## src/cav_consts.svh

```systemverilog
`ifndef CAV_CONSTS_SVH
`define CAV_CONSTS_SVH

`default_nettype none

// sample, gain and detune words all share this width
`define CAV_DW 18

// number of modes in the generate loop
// anything from 1 to 4 fits the index and sum widths
`define CAV_MODES 3

// mode index on the config port
`define CAV_IDX_W 2

// mode sum grows by the index width so four full-scale fields cannot wrap
`define CAV_SUM_W (`CAV_DW + `CAV_IDX_W)

// each mode leaks 1/16 of the way toward its scaled drive per update
`define CAV_MODE_SHIFT 4

// detune product scaling sets the rotation per update
`define CAV_DET_SHIFT 20

// gain product scaling puts full-scale gain just under unity
`define CAV_GAIN_SHIFT 17

`default_nettype wire

`endif

```

## src/cav_pkg.sv

```systemverilog
`include "cav_consts.svh"
`default_nettype none

package cav_pkg;

	// config port opcode, picks the bank that a write lands in
	typedef enum logic {
		op_set_gain   = 1'b0,
		op_set_detune = 1'b1
	} cav_op_e;

	// four-phase handshake state of the feeder
	typedef enum logic [1:0] {
		cfg_idle    = 2'd0,
		cfg_ack     = 2'd1,
		cfg_release = 2'd2
	} cav_cfg_state_e;

	// wide signed word for products and the reflect difference
	typedef logic signed [2*`CAV_DW+3:0] cav_wide_t;

	// clamp a wide value into an 18-bit signed sample
	function automatic logic signed [`CAV_DW-1:0] cav_sat(input cav_wide_t x);
		// all bits above the sample msb must agree with the sign
		if (x[2*`CAV_DW+3:`CAV_DW-1] == '0 || x[2*`CAV_DW+3:`CAV_DW-1] == '1)
			return x[`CAV_DW-1:0];
		return x[2*`CAV_DW+3] ? {1'b1, {(`CAV_DW-1){1'b0}}} : {1'b0, {(`CAV_DW-1){1'b1}}};
	endfunction

endpackage

`default_nettype wire

```

## src/cav_mode.sv

```systemverilog
`timescale 1ns/1ps
`include "cav_consts.svh"
`default_nettype none

module cav_mode
	import cav_pkg::*;
(
	input  wire                        clk,
	input  wire                        rst_n,
	// registered drive, I then Q
	input  wire signed [`CAV_DW-1:0]   drive_d,
	input  wire                        iq_d,
	// coupling gain and detuning of this mode
	input  wire signed [`CAV_DW-1:0]   gain,
	input  wire signed [`CAV_DW-1:0]   detune,
	// state component picked by iq_d, one register late
	output logic signed [`CAV_DW-1:0]  mode_field
);

	// I drive held over for the Q cycle update
	logic signed [`CAV_DW-1:0] drv_i;
	// resonator state
	logic signed [`CAV_DW-1:0] st_i;
	logic signed [`CAV_DW-1:0] st_q;

	// raw products
	cav_wide_t prod_i;
	cav_wide_t prod_q;
	cav_wide_t det_i;
	cav_wide_t det_q;
	// scaled drive and rotation terms
	cav_wide_t u_i;
	cav_wide_t u_q;
	cav_wide_t rot_i;
	cav_wide_t rot_q;
	// next state before clamping
	cav_wide_t nxt_i;
	cav_wide_t nxt_q;

	always_comb begin
		// drive coupling, I from the latch and Q straight off drive_d
		prod_i = gain * drv_i;
		prod_q = gain * drive_d;
		u_i    = prod_i >>> `CAV_GAIN_SHIFT;
		u_q    = prod_q >>> `CAV_GAIN_SHIFT;

		// detuning cross terms, this is what turns the phasor
		det_i  = detune * st_i;
		det_q  = detune * st_q;
		rot_i  = det_i >>> `CAV_DET_SHIFT;
		rot_q  = det_q >>> `CAV_DET_SHIFT;

		// leaky integrator step toward u, plus the rotation
		nxt_i  = st_i + ((u_i - st_i) >>> `CAV_MODE_SHIFT) - rot_q;
		nxt_q  = st_q + ((u_q - st_q) >>> `CAV_MODE_SHIFT) + rot_i;
	end

	always_ff @(posedge clk or negedge rst_n) begin
		if (!rst_n) begin
			drv_i      <= '0;
			st_i       <= '0;
			st_q       <= '0;
			mode_field <= '0;
		end else begin
			// old state goes out, the update below lands a cycle later
			mode_field <= iq_d ? st_i : st_q;

			if (iq_d) begin
				drv_i <= drive_d;
			end else begin
				// full I/Q pair available, step the resonator
				st_i <= cav_sat(nxt_i);
				st_q <= cav_sat(nxt_q);
			end
		end
	end

endmodule

`default_nettype wire

```

## config.mk

```make
export PLATFORM = sky130hd
export DESIGN_NAME = cav_mode
export DESIGN_NICKNAME = d
export VERILOG_FILES = /design/src/cav_pkg.sv /design/src/cav_mode.sv
export VERILOG_INCLUDE_DIRS = /design/src /design/src/src
export SDC_FILE = /design/constraint.sdc
export NUM_CORES = 2
export LEC_CHECK = 0
export ABC_AREA = 1
export ABC_CLOCK_PERIOD_IN_PS = 20200
export BUFFER_PORTS_ARGS = -buffer_cell sky130_fd_sc_hd__buf_4
export CAP_MARGIN = 20
export CORE_MARGIN = 1
export CORE_UTILIZATION = 50
export DETAILED_ROUTE_END_ITERATION = 8
export GPL_TIMING_DRIVEN = 0
export PLACE_DENSITY_LB_ADDON = 0.05
export SKIP_LAST_GASP = 1
export SYNTH_ARGS = -nofsm -noshare
export SYNTH_HDL_FRONTEND = slang
export SYNTH_SLANG_ARGS = --single-unit
```

## constraint.sdc

```tcl
create_clock -name clk -period 20.2 [get_ports clk]
set_clock_uncertainty 0.2 [all_clocks]
set_input_delay 4.04 -clock clk [delete_from_list [all_inputs] [get_ports clk]]
set_output_delay 4.04 -clock clk [all_outputs]
set_load 0.02 [all_outputs]
```

=== Yosys cells after proc, flatten, opt, wreduce, memory -nomap -nowiden ===
Cells that the tools add are included.

* Register bits after elaboration: 72
* Input bits: 57
* Output and inout bits: 18
* Word-level logic and storage cells: 31

* Add/sub/neg operators: 6
* Multiply operators: 4
* Equal/unequal tests: 2
* Mux-type cells: 11
* Reduce and logical (&&, ||, !) cells: 4

{| class="wikitable"
|+ Operator list
! kind !! count
|-
| $mul A18 B18 Y36 || 4
|-
| $mux W18 || 7
|-
| $eq A23 B23 Y1 const B || 2
|-
| $logic_not A23 Y1 || 2
|-
| $sub A19 B18 Y20 || 2
|-
| $add A18 B16 Y19 || 2
|-
| $add A19 B16 Y20 || 1
|-
| $sub A19 B16 Y20 || 1
|-
| $mux W1 || 4
|-
| $logic_or A1 B1 Y1 || 2
|}

=== Logic depth before layout (Yosys ltp) ===
* Word-level depth: 9
* Mapped depth: 54
* Gate-level depth less buffers: 51

=== Worst setup path before layout ===
Ideal clock, no wire load.

* Path kind: input port to flip-flop
* Start: in drive_d[9]
* End: reg st_q[10]
* Setup time: 0.144 ns
* Arrival time: 12.621 ns
* Required time: 19.856 ns
* Path slack: 7.235 ns
* Stages: 49
* Buffers on the path: 3
* Cell sequence: clkbuf_1 buf_1 nand2_1 fa_1 inv_1 fa_1 inv_1 fa_1 inv_1 fa_1 fa_1 inv_1 fa_1 inv_1 ha_1 nand2_1 nand2_1 o21bai_1 [... 13 more ...] a211oi_1 nand2_1 nand2_1 nand2_1 fa_1 inv_1 ha_1 nand2_1 inv_2 nand3_1 nor2_1 nand4_1 nand3_2 xor2_2 nand3_1 nand2_4 buf_8 a22oi_2

* Word-level cells in the longest chain between the ends: 9
* Elaborated cells between the ends (all ways): 12
* Classes of those cells: 3 x add/sub; 1 x mul; 1 x eq/ne; 5 x mux; 2 x reduce/logical

{| class="wikitable"
|+ RTL lines
! element !! RTL line !! RTL
|-
| start, declared || cav_mode.sv:11 || <nowiki>input wire signed [`CAV_DW-1:0] drive_d,</nowiki>
|-
| $mul A18 B18 Y36 (*) || cav_mode.sv:43 || <nowiki>prod_q = gain * drive_d;</nowiki>
|-
| $sub A19 B18 Y20 (*) || cav_mode.sv:55 || <nowiki>nxt_q = st_q + ((u_q - st_q) >>> `CAV_MODE_SHIFT) + rot_i;</nowiki>
|-
| $add A18 B16 Y19 (*) || cav_mode.sv:55 ||
|-
| $add A19 B16 Y20 (*) || cav_mode.sv:55 ||
|-
| $eq A23 B23 Y1 / $logic_not A23 Y1 (equally long branches) || cav_pkg.sv:25 || <nowiki>if (x[2*`CAV_DW+3:`CAV_DW-1] == '0 || x[2*`CAV_DW+3:`CAV_DW-1] == '1)</nowiki>
|-
| $logic_or A1 B1 Y1 || cav_pkg.sv:25 ||
|-
| $mux W1 || cav_pkg.sv:25 ||
|-
| $mux W1 || cav_mode.sv:68 || <nowiki>if (iq_d) begin</nowiki>
|-
| $mux W18 (*) || cav_pkg.sv:27 || <nowiki>return x[2*`CAV_DW+3] ? {1'b1, {(`CAV_DW-1){1'b0}}} : {1'b0, {(`CAV_DW-1){1'b1}}};</nowiki>
|-
| end signal, assigned || cav_mode.sv:73 || <nowiki>st_q <= cav_sat(nxt_q);</nowiki>
|-
| end, declared || cav_mode.sv:24 || <nowiki>logic signed [`CAV_DW-1:0] st_q;</nowiki>
|}

Mark *: on every way between the ends. The rest lies on a longest branch, timed or not. The select of a mux whose other input is x is not followed.
A chain may end at the register's enable or synchronous reset.

=== Worst setup path after layout ===
* Start: in gain[7]
* End: reg st_q[9]

* Word-level cells in the longest chain between the ends: 9
* Elaborated cells between the ends (all ways): 12
* Classes of those cells: 3 x add/sub; 1 x mul; 1 x eq/ne; 5 x mux; 2 x reduce/logical

{| class="wikitable"
|+ RTL lines
! element !! RTL line !! RTL
|-
| start, declared || cav_mode.sv:14 || <nowiki>input wire signed [`CAV_DW-1:0] gain,</nowiki>
|-
| $mul A18 B18 Y36 (*) || cav_mode.sv:43 ||
|-
| $sub A19 B18 Y20 (*) || cav_mode.sv:55 ||
|-
| $add A18 B16 Y19 (*) || cav_mode.sv:55 ||
|-
| $add A19 B16 Y20 (*) || cav_mode.sv:55 ||
|-
| $eq A23 B23 Y1 / $logic_not A23 Y1 (equally long branches) || cav_pkg.sv:25 ||
|-
| $logic_or A1 B1 Y1 || cav_pkg.sv:25 ||
|-
| $mux W1 || cav_pkg.sv:25 ||
|-
| $mux W1 || cav_mode.sv:68 ||
|-
| $mux W18 (*) || cav_pkg.sv:27 ||
|}

Marked as above.

==> impl_results.md <==
* NumNets Final at 8,833
* Cell Rows at between 100 and 150
* Clock latency on the worst-skew pair at 0.39 ns
* Via Count at about 45,000
* Setup slack, reg-to-reg at between 8 and 9 ns
* Maxcap violations at 0
* Ports at 75
* Crit path top cell by count: nand2_1
* DRC at 0
* Post-synth EDFFs at 0
* Initial antenna violation count at 7
* Cells after Synth at 6,964
* Status: finished, final reports clean
* Critical path arrival at 15.50 ns
* Critical Path Max Stage Delay at 0.83 ns
* Routed WL at 182,000 um
* Clock transition at path regs at 0.08 ns
* Dpl cell area at just under 0.06 mm2
* Crit. End Element: flop
* Vias in the first global route at ~46,000
* Ys async rst share at 100%
* Antenna Nets Post-Route at 0
* Initial DRC Count at 4,323
* Setup crit start kind: input pin
* Die width at 335 um
* Fin crit share at 76.6%
* DP HPWL at ~160,000 um
* CP Max Fanout at 10
* Hold Vio Cnt, Final at 0
* Hold path depth at 3
* Final Setup Violations at 0
* Synth Cell Area at 0.0556 mm2
* Finished Layout Cells at 8,484
* Core area at roughly 0.11 mm2
* Die area at 0.112 mm2
* RSZ-0062 raised after global routing: no
* First-pass iteration count of the detailed router at 6
* Synthesis-to-finish area growth at 4.36%
* Tot GR Track Use at 33.9%
* Starting Density at 50.8%
* Crit Path Category: input pin to flop
* Design area at 0.0580 mm2
* Mean Syn Cell Area at 7.98 um2
* Post-route minimum period at between 15 and 20 ns
* Inst Count DP at 8,462
* Max Root-Sink Buffers at 2
* Number of max-slew violations in the final report at 0
* # resized after CTS at 0
* Register area share after synthesis at roughly 3.2%
* Clk sink count at 72
* Die Span Y at 335 um
* CTS Hold Bufs at 0
* First-pass GRT wire length at 281,000 um
* Wirelength per Cell at around 21 um
* H-tree levels at 3
* Post-route setup TNS at 0 ns
* Synthesized Nets at 8,796
* Top_reg_cell synth: dfrtp_1
* Worst Tran Pin Value at between 1 and 1.5 ns
* CTS root buf: clkbuf_16
* Slew HR at 18.6%
* TritonCTS buffer count at 9
* GPL Wtd Cong at 1.00
* Setup bufs post-CTS at 0
* Layout cells sized above 1 at 1.34%
* Buffers on Ports at 19
* Yosys cell types at 54
* Global route total overflow at 0
* Pin count of the biggest net entering global routing at 73
* CP Data Required Time at 20.23 ns
* TritonCTS clock tree: yes
* Vias/cell at about 5.3
* Max Fclk at 0.0647 GHz
* Hold Crit Class: flop to flop
* Crit-path slowest cell: clkbuf_1
* Ys Warns at 0
* Seq cells post-synth at 72
* Reg2Reg Depth at 43
worst max-delay path: cells and delay by family:
kind,cells,cell delay (ns)
buffers and inverters,11,2.16
xor gates and xnor gates,1,0.21
AOI/OAI and AO/OA,8,1.90
and+or+nand+nor,19,2.54
adders and majority gates,10,4.65
metal layers:
layer  wire [um]  global-route usage (%)
met2       77100                    49.5
met4        5230                    8.27
met5         121                   0.695
met3       19400                    7.26
met1       80200                    50.9
flip-flops by register name, indices dropped and copies added (netlist names):
register	count
st_q	18
st_i	18
drv_i	18
mode_field	18
cells in the mapped netlist (all sizes together) (14+ instances only):
master,count,area [um2]
xor2,89,787
dfrtp,72,1800
buf,42,200
o21ai,138,706
nor3,30,150
a21oi,231,1170
nor2,160,603
nand4,17,106
clkbuf,260,976
nand2,1699,6420
fa,1349,27000
a22oi,17,188
ha,426,5330
xnor2,76,666
inv,2144,8050
nand3,92,485
o21a,14,105
a31oi,16,100
cells in the final DEF, fill, tap and decap left out, types with 11 or more instances in the layout:
| cell type | count |
|---|---|
| inv_1 | 2141 |
| nand2_1 | 1686 |
| fa_1 | 1349 |
| ha_1 | 426 |
| clkbuf_1 | 260 |
| a21oi_1 | 228 |
| nor2_1 | 159 |
| o21ai_0 | 124 |
| xor2_1 | 88 |
| nand3_1 | 87 |
| xnor2_1 | 76 |
| dfrtp_1 | 72 |
| buf_1 | 32 |
| nor3_1 | 30 |
| buf_4 | 22 |
| nand4_1 | 17 |
| a31oi_1 | 16 |
| o21a_1 | 14 |
| a21o_1 | 13 |
| nor4_1 | 12 |
| o21ai_1 | 12 |
| a22oi_2 | 12 |
| o21bai_1 | 11 |
final timing paths:
path                          start              to
min in group asynchronous     rst_n  mode_field[14]
max in group asynchronous     rst_n       drv_i[10]
hold / removal              st_i[0]         st_i[0]
setup reg to reg           drv_i[9]         st_i[3]
setup / recovery            gain[7]         st_q[9]
hold reg to reg             st_i[0]         st_i[0]
final cells by class:
cell class | count | area (um2)
multi-input combinational | 4446 | 44500
timing repair buffer | 26 | 298
inverter | 2144 | 8050
antenna | 4 | 10.0
tap | 1476 | 1850
buffer | 302 | 1180
clock inverter | 4 | 31.3
clock buffer | 10 | 239
fill | 10900 | 51500
sequential | 72 | 1800
per-stage QoR:
stage | hold WS, ns | util (%) | worst slack [ns]
3_5_place_dp | 0.465 | 52.6 | 4.40
3_3_place_gp | 0.450 | 52.6 | 4.24
6_report | 0.491 | 53.0 | 4.74
5_1_grt | 0.488 | 53.0 | 4.30
2_1_floorplan | 0.366 | - | 7.23
4_1_cts | 0.482 | 52.9 | 4.79
logic make-up (layout without fill, tap and decap cells):
logic type | Yosys count | after routing | share of synthesized area (%)
other | 0 | 4 | 0
and+or+nand+nor | 2018 | 2018 | 14.2
xor gates and xnor gates | 165 | 165 | 2.61
AOI/OAI and AO/OA | 488 | 488 | 5.12
adders and majority gates | 1775 | 1775 | 58.2
DFF | 72 | 72 | 3.24
buffers and inverters | 2446 | 2486 | 16.6
Power is not shown: default switching activity piles up to over one toggle a cycle in this logic, so the estimate is an artifact.
