--- src/cav_consts.svh ---
`ifndef CAV_CONSTS_SVH
`define CAV_CONSTS_SVH

`default_nettype none

// sample, gain and detune words all share this width
`define CAV_DW 18

// number of modes in the generate loop
// anything from 1 to 4 fits the index and sum widths
`define CAV_MODES 3

// mode index on the config port
`define CAV_IDX_W 2

// mode sum grows by the index width so four full-scale fields cannot wrap
`define CAV_SUM_W (`CAV_DW + `CAV_IDX_W)

// each mode leaks 1/16 of the way toward its scaled drive per update
`define CAV_MODE_SHIFT 4

// detune product scaling sets the rotation per update
`define CAV_DET_SHIFT 20

// gain product scaling puts full-scale gain just under unity
`define CAV_GAIN_SHIFT 17

`default_nettype wire

`endif

--- src/cav_pkg.sv ---
`include "cav_consts.svh"
`default_nettype none

package cav_pkg;

	// config port opcode, picks the bank that a write lands in
	typedef enum logic {
		op_set_gain   = 1'b0,
		op_set_detune = 1'b1
	} cav_op_e;

	// four-phase handshake state of the feeder
	typedef enum logic [1:0] {
		cfg_idle    = 2'd0,
		cfg_ack     = 2'd1,
		cfg_release = 2'd2
	} cav_cfg_state_e;

	// wide signed word for products and the reflect difference
	typedef logic signed [2*`CAV_DW+3:0] cav_wide_t;

	// clamp a wide value into an 18-bit signed sample
	function automatic logic signed [`CAV_DW-1:0] cav_sat(input cav_wide_t x);
		// all bits above the sample msb must agree with the sign
		if (x[2*`CAV_DW+3:`CAV_DW-1] == '0 || x[2*`CAV_DW+3:`CAV_DW-1] == '1)
			return x[`CAV_DW-1:0];
		return x[2*`CAV_DW+3] ? {1'b1, {(`CAV_DW-1){1'b0}}} : {1'b0, {(`CAV_DW-1){1'b1}}};
	endfunction

endpackage

`default_nettype wire

--- src/cav_refl_sum.sv ---
`timescale 1ns/1ps
`include "cav_consts.svh"
`default_nettype none

module cav_refl_sum
	import cav_pkg::*;
(
	input  wire                        clk,
	input  wire                        rst_n,
	// one interleaved field per mode, all in step
	input  wire signed [`CAV_DW-1:0]   mode_field [`CAV_MODES],
	// prompt forward wave, same component as mode_field
	input  wire signed [`CAV_DW-1:0]   fwd_d,
	input  wire                        iq_dd,
	// registered outputs, still I/Q interleaved
	output logic signed [`CAV_DW-1:0]  field,
	output logic signed [`CAV_DW-1:0]  forward,
	output logic signed [`CAV_DW-1:0]  reflect,
	output logic                       out_iq
);

	// full-width sum of the modes
	logic signed [`CAV_SUM_W-1:0] mode_sum;
	// reflection before clamping
	cav_wide_t refl_wide;

	always_comb begin
		mode_sum = '0;
		// single-cycle adder chain, fine for up to four modes
		for (int n = 0; n < `CAV_MODES; n++) begin
			mode_sum = mode_sum + mode_field[n];
		end
		// reflected wave is probe field minus forward, taken before the field clamp
		refl_wide = mode_sum - fwd_d;
	end

	always_ff @(posedge clk or negedge rst_n) begin
		if (!rst_n) begin
			field   <= '0;
			forward <= '0;
			reflect <= '0;
			out_iq  <= 1'b0;
		end else begin
			field   <= cav_sat(mode_sum);
			// forward is already 18 bits, passes unclamped
			forward <= fwd_d;
			reflect <= cav_sat(refl_wide);
			// iq tag follows the data through this stage
			out_iq  <= iq_dd;
		end
	end

endmodule

`default_nettype wire

--- config.mk ---
export PLATFORM = sky130hd
export DESIGN_NAME = cav_refl_sum
export DESIGN_NICKNAME = d
export VERILOG_FILES = /design/src/cav_pkg.sv /design/src/cav_refl_sum.sv
export VERILOG_INCLUDE_DIRS = /design/src /design/src/src
export SDC_FILE = /design/constraint.sdc
export NUM_CORES = 1
export LEC_CHECK = 0
export BUFFER_PORTS_ARGS = -buffer_cell sky130_fd_sc_hd__buf_4
export CAP_MARGIN = 20
export CORE_MARGIN = 8
export CORE_UTILIZATION = 40
export CTS_BUF_LIST = sky130_fd_sc_hd__clkbuf_8
export CTS_CLUSTER_DIAMETER = 50
export DETAILED_ROUTE_END_ITERATION = 6
export PLACE_DENSITY = 0.69
export SETUP_SLACK_MARGIN = 0.15
export SYNTH_ARGS = -nofsm -noshare
export SYNTH_HDL_FRONTEND = slang
export SYNTH_SLANG_ARGS = --single-unit
--- constraint.sdc ---
create_clock -name clk -period 0.8 [get_ports clk]
set_input_delay 0.16 -clock clk [delete_from_list [all_inputs] [get_ports clk]]
set_output_delay 0.16 -clock clk [all_outputs]
set_load 0.03 [all_outputs]
# [Word-level counts from Yosys, hierarchy flattened]
# Cells that the tools add are included.
[classes] n_addsub=3 eq_ne=2 mux=8 n_reduce_logical=4
[op_table] op="18-bit 2-to-1 mux" n=6
[op_table] op="23-bit equality test, second input constant" n=2
[op_table] op="23-bit logical NOT" n=2
[op_table] op="20-bit by 18-bit subtractor with 21-bit output" n=1
[op_table] op="19-bit by 18-bit adder with 20-bit output" n=1
[op_table] op="18-bit by 18-bit adder with 19-bit output" n=1
[op_table] op="1-bit logical OR" n=2
[op_table] op="1-bit 2-to-1 mux" n=2
[totals] elab_cells=21 register_bits=55 input_bits=75 output_inout_bits=55

# [Depth between registers and ports, before layout]
# Gate-level depths: netlist (run 1).
[logic_depth] ltp_word=7 depth_mapped=21 mapped_depth_nobuf=19

# [Worst setup path after synthesis (run 1)]
# No wires, ideal clock.
[synth_path] path_kind="input -> register" from="input mode_field[1] (netlist bit)" to="register reflect[10]" setup_time_ps=164 path_buffers=1 path_stages=18 path_slack_ps=-3774 arrival_time_ps=4410 cell_sequence="inv_1 fa_1 inv_1 ha_1 fa_1 a211oi_2 nor3_1 o21ai_1 a21boi_0 xnor2_1 clkinv_1 buf_2 ha_1 nand2_1 nor4_1 a221oi_4 o31ai_1 o21ai_0"
[synth_between] elab_chain_len=6 word_cells_on_any_way=9 cone_classes="add/sub (2); eq/ne (1); mux (4); reduce/logical (2)"
[synth_lines] item="from (decl)" line="cav_refl_sum.sv:11" source="input wire signed [`CAV_DW-1:0] mode_field [`CAV_MODES],"
[synth_lines] item="19-bit by 18-bit adder with 20-bit output (*)" line="cav_refl_sum.sv:31" source="mode_sum = mode_sum + mode_field[n];"
[synth_lines] item="20-bit by 18-bit subtractor with 21-bit output (*)" line="cav_refl_sum.sv:34" source="refl_wide = mode_sum - fwd_d;"
[synth_lines] item="23-bit equality test or 23-bit logical NOT (tied branches)" line="cav_pkg.sv:25" source="if (x[2*`CAV_DW+3:`CAV_DW-1] == '0 || x[2*`CAV_DW+3:`CAV_DW-1] == '1)"
[synth_lines] item="1-bit logical OR" line="cav_pkg.sv:25"
[synth_lines] item="1-bit 2-to-1 mux" line="cav_pkg.sv:25"
[synth_lines] item="18-bit 2-to-1 mux (*)" line="cav_pkg.sv:27" source="return x[2*`CAV_DW+3] ? {1'b1, {(`CAV_DW-1){1'b0}}} : {1'b0, {(`CAV_DW-1){1'b1}}};"
[synth_lines] item="to (signal assigned)" line="cav_refl_sum.sv:47" source="reflect <= cav_sat(refl_wide);"
[synth_lines] item="to (decl)" line="cav_refl_sum.sv:18" source="output logic signed [`CAV_DW-1:0] reflect,"
# Every way passes the cells marked *; elsewhere a longest branch is shown, timed or not. The select of a mux whose other input is x is not followed.

# [Worst setup path in the final report (run 1)]
[layout_path] from="input mode_field[37] (netlist bit)" to="register reflect[14]"
[layout_between] elab_chain_len=7 word_cells_on_any_way=10 cone_classes="add/sub (3); eq/ne (1); mux (4); reduce/logical (2)"
[layout_lines] item="18-bit by 18-bit adder with 19-bit output (*)" line="cav_refl_sum.sv:31"
[layout_lines] item="19-bit by 18-bit adder with 20-bit output (*)" line="cav_refl_sum.sv:31"
[layout_lines] item="20-bit by 18-bit subtractor with 21-bit output (*)" line="cav_refl_sum.sv:34"
[layout_lines] item="23-bit equality test or 23-bit logical NOT (tied branches)" line="cav_pkg.sv:25"
[layout_lines] item="1-bit logical OR" line="cav_pkg.sv:25"
[layout_lines] item="1-bit 2-to-1 mux" line="cav_pkg.sv:25"
[layout_lines] item="18-bit 2-to-1 mux (*)" line="cav_pkg.sv:27"
# Marks and branches as above.

==> metrics, run 1 <==
status=finished with violations; violated checks=negative setup slack; non-filler instance count after layout=885; post-synthesis cell area=4300 sq um; drt wl/cell=roughly 16 um; pre-CTS setup slack=-3.82 ns; io pins=130; routed vias/inst=5.05; clock root buffer=clkbuf_8; worst hold start=fwd_d[15]; CTS tree=yes; total track usage=18.7%; power per cell area=3850 nW/um^2; Cell variety after synth=61; clock period minus worst slack=4.24 ns; startpoint types=primary input; P_leak=3.51 nW; worst vdd ir=2.41 mV; vias=around 4500; CP Cell Sequence=buf_8, inv_8, fa_1, inv_2, ha_4, fa_2, a211oi_2, nor3_2, nor3b_2, mux2i_1, o2111ai_2, ha_4, nand4_1, buf_4, a2111o_1, a221oi_4, buf_12, buf_12, a31oi_4, a31oi_1; Initial Utilization=~40%; Crit. End Element=flop; cts bufs inserted=5; Mean Syn Cell Area=9.08 sq um; final setup margin=-3.44 ns; sequential area share after synthesis=32.0%; grt total ovfl=0; first drt pass iteration count=4; Hold Violations, Final=0; GPL Wtd Cong=0.840; Yosys warnings=0; Slew HR=about two thirds; Syn Nets=606; Post-synth EDFFs=0; post-route cell area=between 7000 and 8000 sq um; Reg clk slew, reported paths=0.08 ns; vias in the first global route=between 4000 and 5000; chip height=120 um; layout cells sized above 1=between 40% and 50%; CP max stage delay=between 0.5 and 0.6 ns; CTS H-Tree Depth=2; TNS Setup=-112.93 ns; CTS Sinks=55; RSZ-0062 raised after global routing=yes; worst setup path class=in -> reg; core area=10700 sq um; Final Max Slew Viols=0; Max Cap Viol=0; die area=14300 sq um; Detail Placement HPWL=10800 um; nets=~880; Mapped Cells=473; DRT iter0 DRCs=226; slowest CP cell=fa_1; leading area contributor after synthesis=dfrtp_1; FP Rows=38; top-area cell type share of the netlist area=32.0%; crit path launch=mode_field[37]; actual slew at the worst max-slew pin=slightly below 0.5 ns; count of buffers from port buffering=roughly 130; initial antenna violation count=0; largest net degree at the start of global routing=29; Placed Area=roughly 6300 sq um; cell count after placement=839; synthesized flop and latch total=55; # setup viols final=91; Final Util=between 70% and 80%; critical-path maximum fanout=8; Synth async-reset ratio=100%; drt drc=0; final wirelength=around 14000 um; area delta synth->final=74.7%; Req. time, crit path=1.02 ns; leading register cell type out of synthesis=dfrtp_1; die width=between 100 and 150 um; Clock Path Buffers=2; Worst EP arrival=between 4 and 5 ns; antenna fix cells=0; Hold Crit Class=in -> reg; top cells by area, synth=dfrtp_1 (32%), ha_1 (11%), fa_1 (9.3%), a21oi_1 (6.6%), o21ai_0 (6.6%); final cycle utilization of the critical path=531%; fmax=0.236 GHz; Antenna Nets Post-Route=0; first-pass GRT wire length=between 20000 and 25000 um
## where the power goes
part / switching [W] / leakage, nW / internal [W]
sequential: 0.000435 / 0.628 / 0.00385
combinational: 0.0120 / 2.84 / 0.0108
clock: 0.000904 / 0.0502 / 0.000916
## stage by stage
stage	power (W)	hold slack, ns
floorplan	0.0149	-0.136
global placement	0.0210	0.0188
detailed placement	0.0213	0.0204
CTS	0.0271	0.0438
global route	0.0308	0.0432
finish	0.0289	0.0583
## cell families after synthesis
| group | share of synthesized area, % |
|---|---|
| xor+xnor | 5.30 |
| simple gates | 12.2 |
| flops | 32.0 |
| buf+inv | 5.18 |
| mux | 0.466 |
| fa+ha+maj | 20.4 |
| compound gates | 24.4 |
## worst max-delay path: cells and delay by family
family                   cells  cell delay (ns)
multiplexers                 1             0.26
AO/OA/AOI/OAI                6             1.47
AND/OR/NAND/NOR              3             0.52
adder cells (fa/ha/maj)      4             1.41
buffers and inverters        6             0.61
## Yosys cell counts, drive strengths merged, types with 3 or more instances
library cell,instances
a211oi,5
a21o,7
a21oi,57
a31oi,9
buf,10
clkbuf,5
dfrtp,55
fa,20
ha,38
inv,37
nand2,34
nand3,10
nand4,3
nor2,27
nor2b,3
nor3,7
nor3b,4
nor4,4
o21a,7
o21ai,63
o21bai,3
xnor2,13
xor2,13
## layer usage
metal | track usage, % | share of wire (%)
met5 | 0 | 0
met4 | 6.40 | 1.8
met3 | 3.29 | 3.8
met2 | 35.0 | 54
met1 | 20.9 | 40
## final cells by class
class / count / area, sq um
clock buffer: 5 / 68.8
clock inverter: 2 / 37.5
fill: 786 / 3150
inverter: 39 / 165
multi-input combinational: 366 / 3140
sequential: 55 / 1380
tap: 140 / 175
timing repair buffer: 278 / 2540
## flip-flops by register name, summed over array words and instances (netlist names)
name and count:
field 18, forward 18, reflect 18, out_iq 1
## placed cells by master, fill, tap and decap left out, drive strengths merged, types with 16 or more instances in the layout
cell type / n
inv: 36
dfrtp: 55
fa: 20
buf: 260
ha: 38
nand2: 34
dlygate4sd3: 16
a21oi: 57
nor2: 27
o21ai: 63
## worst paths after layout
path	end	slack, ns	cells after the start
max	reflect[14]	-3.44	20
min	forward[15]	0.06	2
max in group asynchronous	forward[0]	0.21	3
min in group asynchronous	forward[17]	0.22	2
## timing repair
action / 4_1_cts / 5_1_grt
endpoints found under the setup margin: 91 / 129
endpoints found under the hold margin: 70 / 0
pin swaps: 15 / 10
hold buffers: 16 / 0
gates cloned: 4 / 2
setup buffers: 12 / 5
resized for setup: 119 / 41
Power figures use the tool's default switching activity.
==> run 2: changes to the inputs <==
- MAX_ROUTING_LAYER: default -> met4
==> metrics, run 2 (synthesized netlist as in run 1, its figures left out) <==
status=finished with violations; violated checks=negative setup slack; first-pass GRT wire length=~23000 um; count of buffers from port buffering=~130; RSZ-0062 raised after global routing=yes; Initial Utilization=40.3%; final setup margin=-3.32 ns; Detail Placement HPWL=10900 um; Antenna Nets Post-Route=0; power per cell area=3860 nW/um^2; fmax=0.242 GHz; final wirelength=14000 um; Max Cap Viol=0; Hold Violations, Final=0; clock period minus worst slack=just over 4 ns; post-route cell area=7580 sq um; worst vdd ir=3.19 mV; FP Rows=38; io pins=130; worst setup path class=in -> reg; layout cells sized above 1=49.1%; nets=888; cts bufs inserted=5; Crit. End Element=flop; chip height=120 um; vias=4555; die area=14300 sq um; non-filler instance count after layout=895; initial antenna violation count=0; Worst EP arrival=4.32 ns; final cycle utilization of the critical path=515%; drt wl/cell=15.6 um; Placed Area=~6300 sq um; first drt pass iteration count=5; Slew HR=a little over two thirds; startpoint types=primary input; Clock Path Buffers=2; GPL Wtd Cong=~0.84; CTS Sinks=55; cell count after placement=about 840; commonest non-fill, non-tap cell in the layout=buf_4; core area=10700 sq um; clock root buffer=clkbuf_8; CTS H-Tree Depth=2; DRT iter0 DRCs=220; vias in the first global route=4960; registers with the most flip-flops=field (18), forward (18), reflect (18); critical-path maximum fanout=7; CTS tree=yes; Req. time, crit path=a little under 1 ns; grt total ovfl=0; drt drc=0; commonest cells after routing, fill and taps aside=buf_4 (195), buf_6 (71), dfrtp_1 (55), a21oi_1 (42), inv_1 (32); antenna fix cells=0; actual slew at the worst max-slew pin=0.448 ns; die width=120 um; Hold Crit Class=in -> reg; Tot Pwr=0.0293 W; area delta synth->final=76.5%; # setup viols final=about 90; TNS Setup=-110.25 ns; P_leak=about 3.6 nW; total track usage=19.8%; hold_ws=roughly 0.053 ns; Reg clk slew, reported paths=0.09 ns; routed vias/inst=about 5; Final Max Slew Viols=0; largest net degree at the start of global routing=29
run 2: power by group:
group	switching, W	leakage (nW)	internal, W
logic	0.0122	2.90	0.0112
registers	0.000469	0.628	0.00385
clock network	0.000892	0.0440	0.000601
total	0.0136	3.57	0.0157
run 2: routing by layer:
layer	share of wire [%]	GRT usage [%]
met5	0	-
met4	1.6	5.00
met3	3.1	2.63
met2	54	36.8
met1	42	21.7
run 2: layout make-up:
cell class                      instances  area (sq um)
Timing Repair Buffer                  288          2540
Multi-Input combinational cell        366          3240
Fill cell                             809          3070
Sequential cell                        55          1380
Clock buffer                            5          68.8
Clock inverter                          2          13.8
Tap cell                              140           175
Inverter                               39           163
run 2: path summary, 6_finish.rpt:
path	start	endpoint	slack, ns	depth (start not counted)
max in group asynchronous	rst_n	forward[2]	0.22	3
max	mode_field[1]	reflect[3]	-3.32	21
min in group asynchronous	rst_n	forward[16]	0.22	2
min	fwd_d[15]	forward[15]	0.05	2
run 2: what timing repair did:
action,CTS,global route
resized for setup,118,64
hold buffers,16,0
pin swaps,26,26
setup endpoints to repair,91,129
buffers inserted,26,6
gates cloned,3,0
hold endpoints to repair,70,0
run 2: through the flow:
step           utilization (%)  setup slack, ns
3_5_place_dp              59.4            -3.93
4_1_cts                   68.1            -3.41
2_1_floorplan                -            -3.34
3_3_place_gp              59.4            -3.72
5_1_grt                   71.2            -3.51
6_report                  71.2            -3.32
run 2: worst max-delay path: stages:
cell,delay [ns]
buf_8,0.07
inv_4,0.03
fa_1,0.54
inv_2,0.05
ha_4,0.16
fa_2,0.38
a211oi_4,0.27
nor3_4,0.10
nor3b_2,0.23
mux2i_1,0.27
o2111ai_2,0.22
ha_4,0.24
a21oi_1,0.23
o211ai_1,0.16
a21oi_2,0.20
o41ai_4,0.11
xor2_2,0.24
buf_4,0.18
o31ai_4,0.24
buf_6,0.18
o21ai_1,0.07
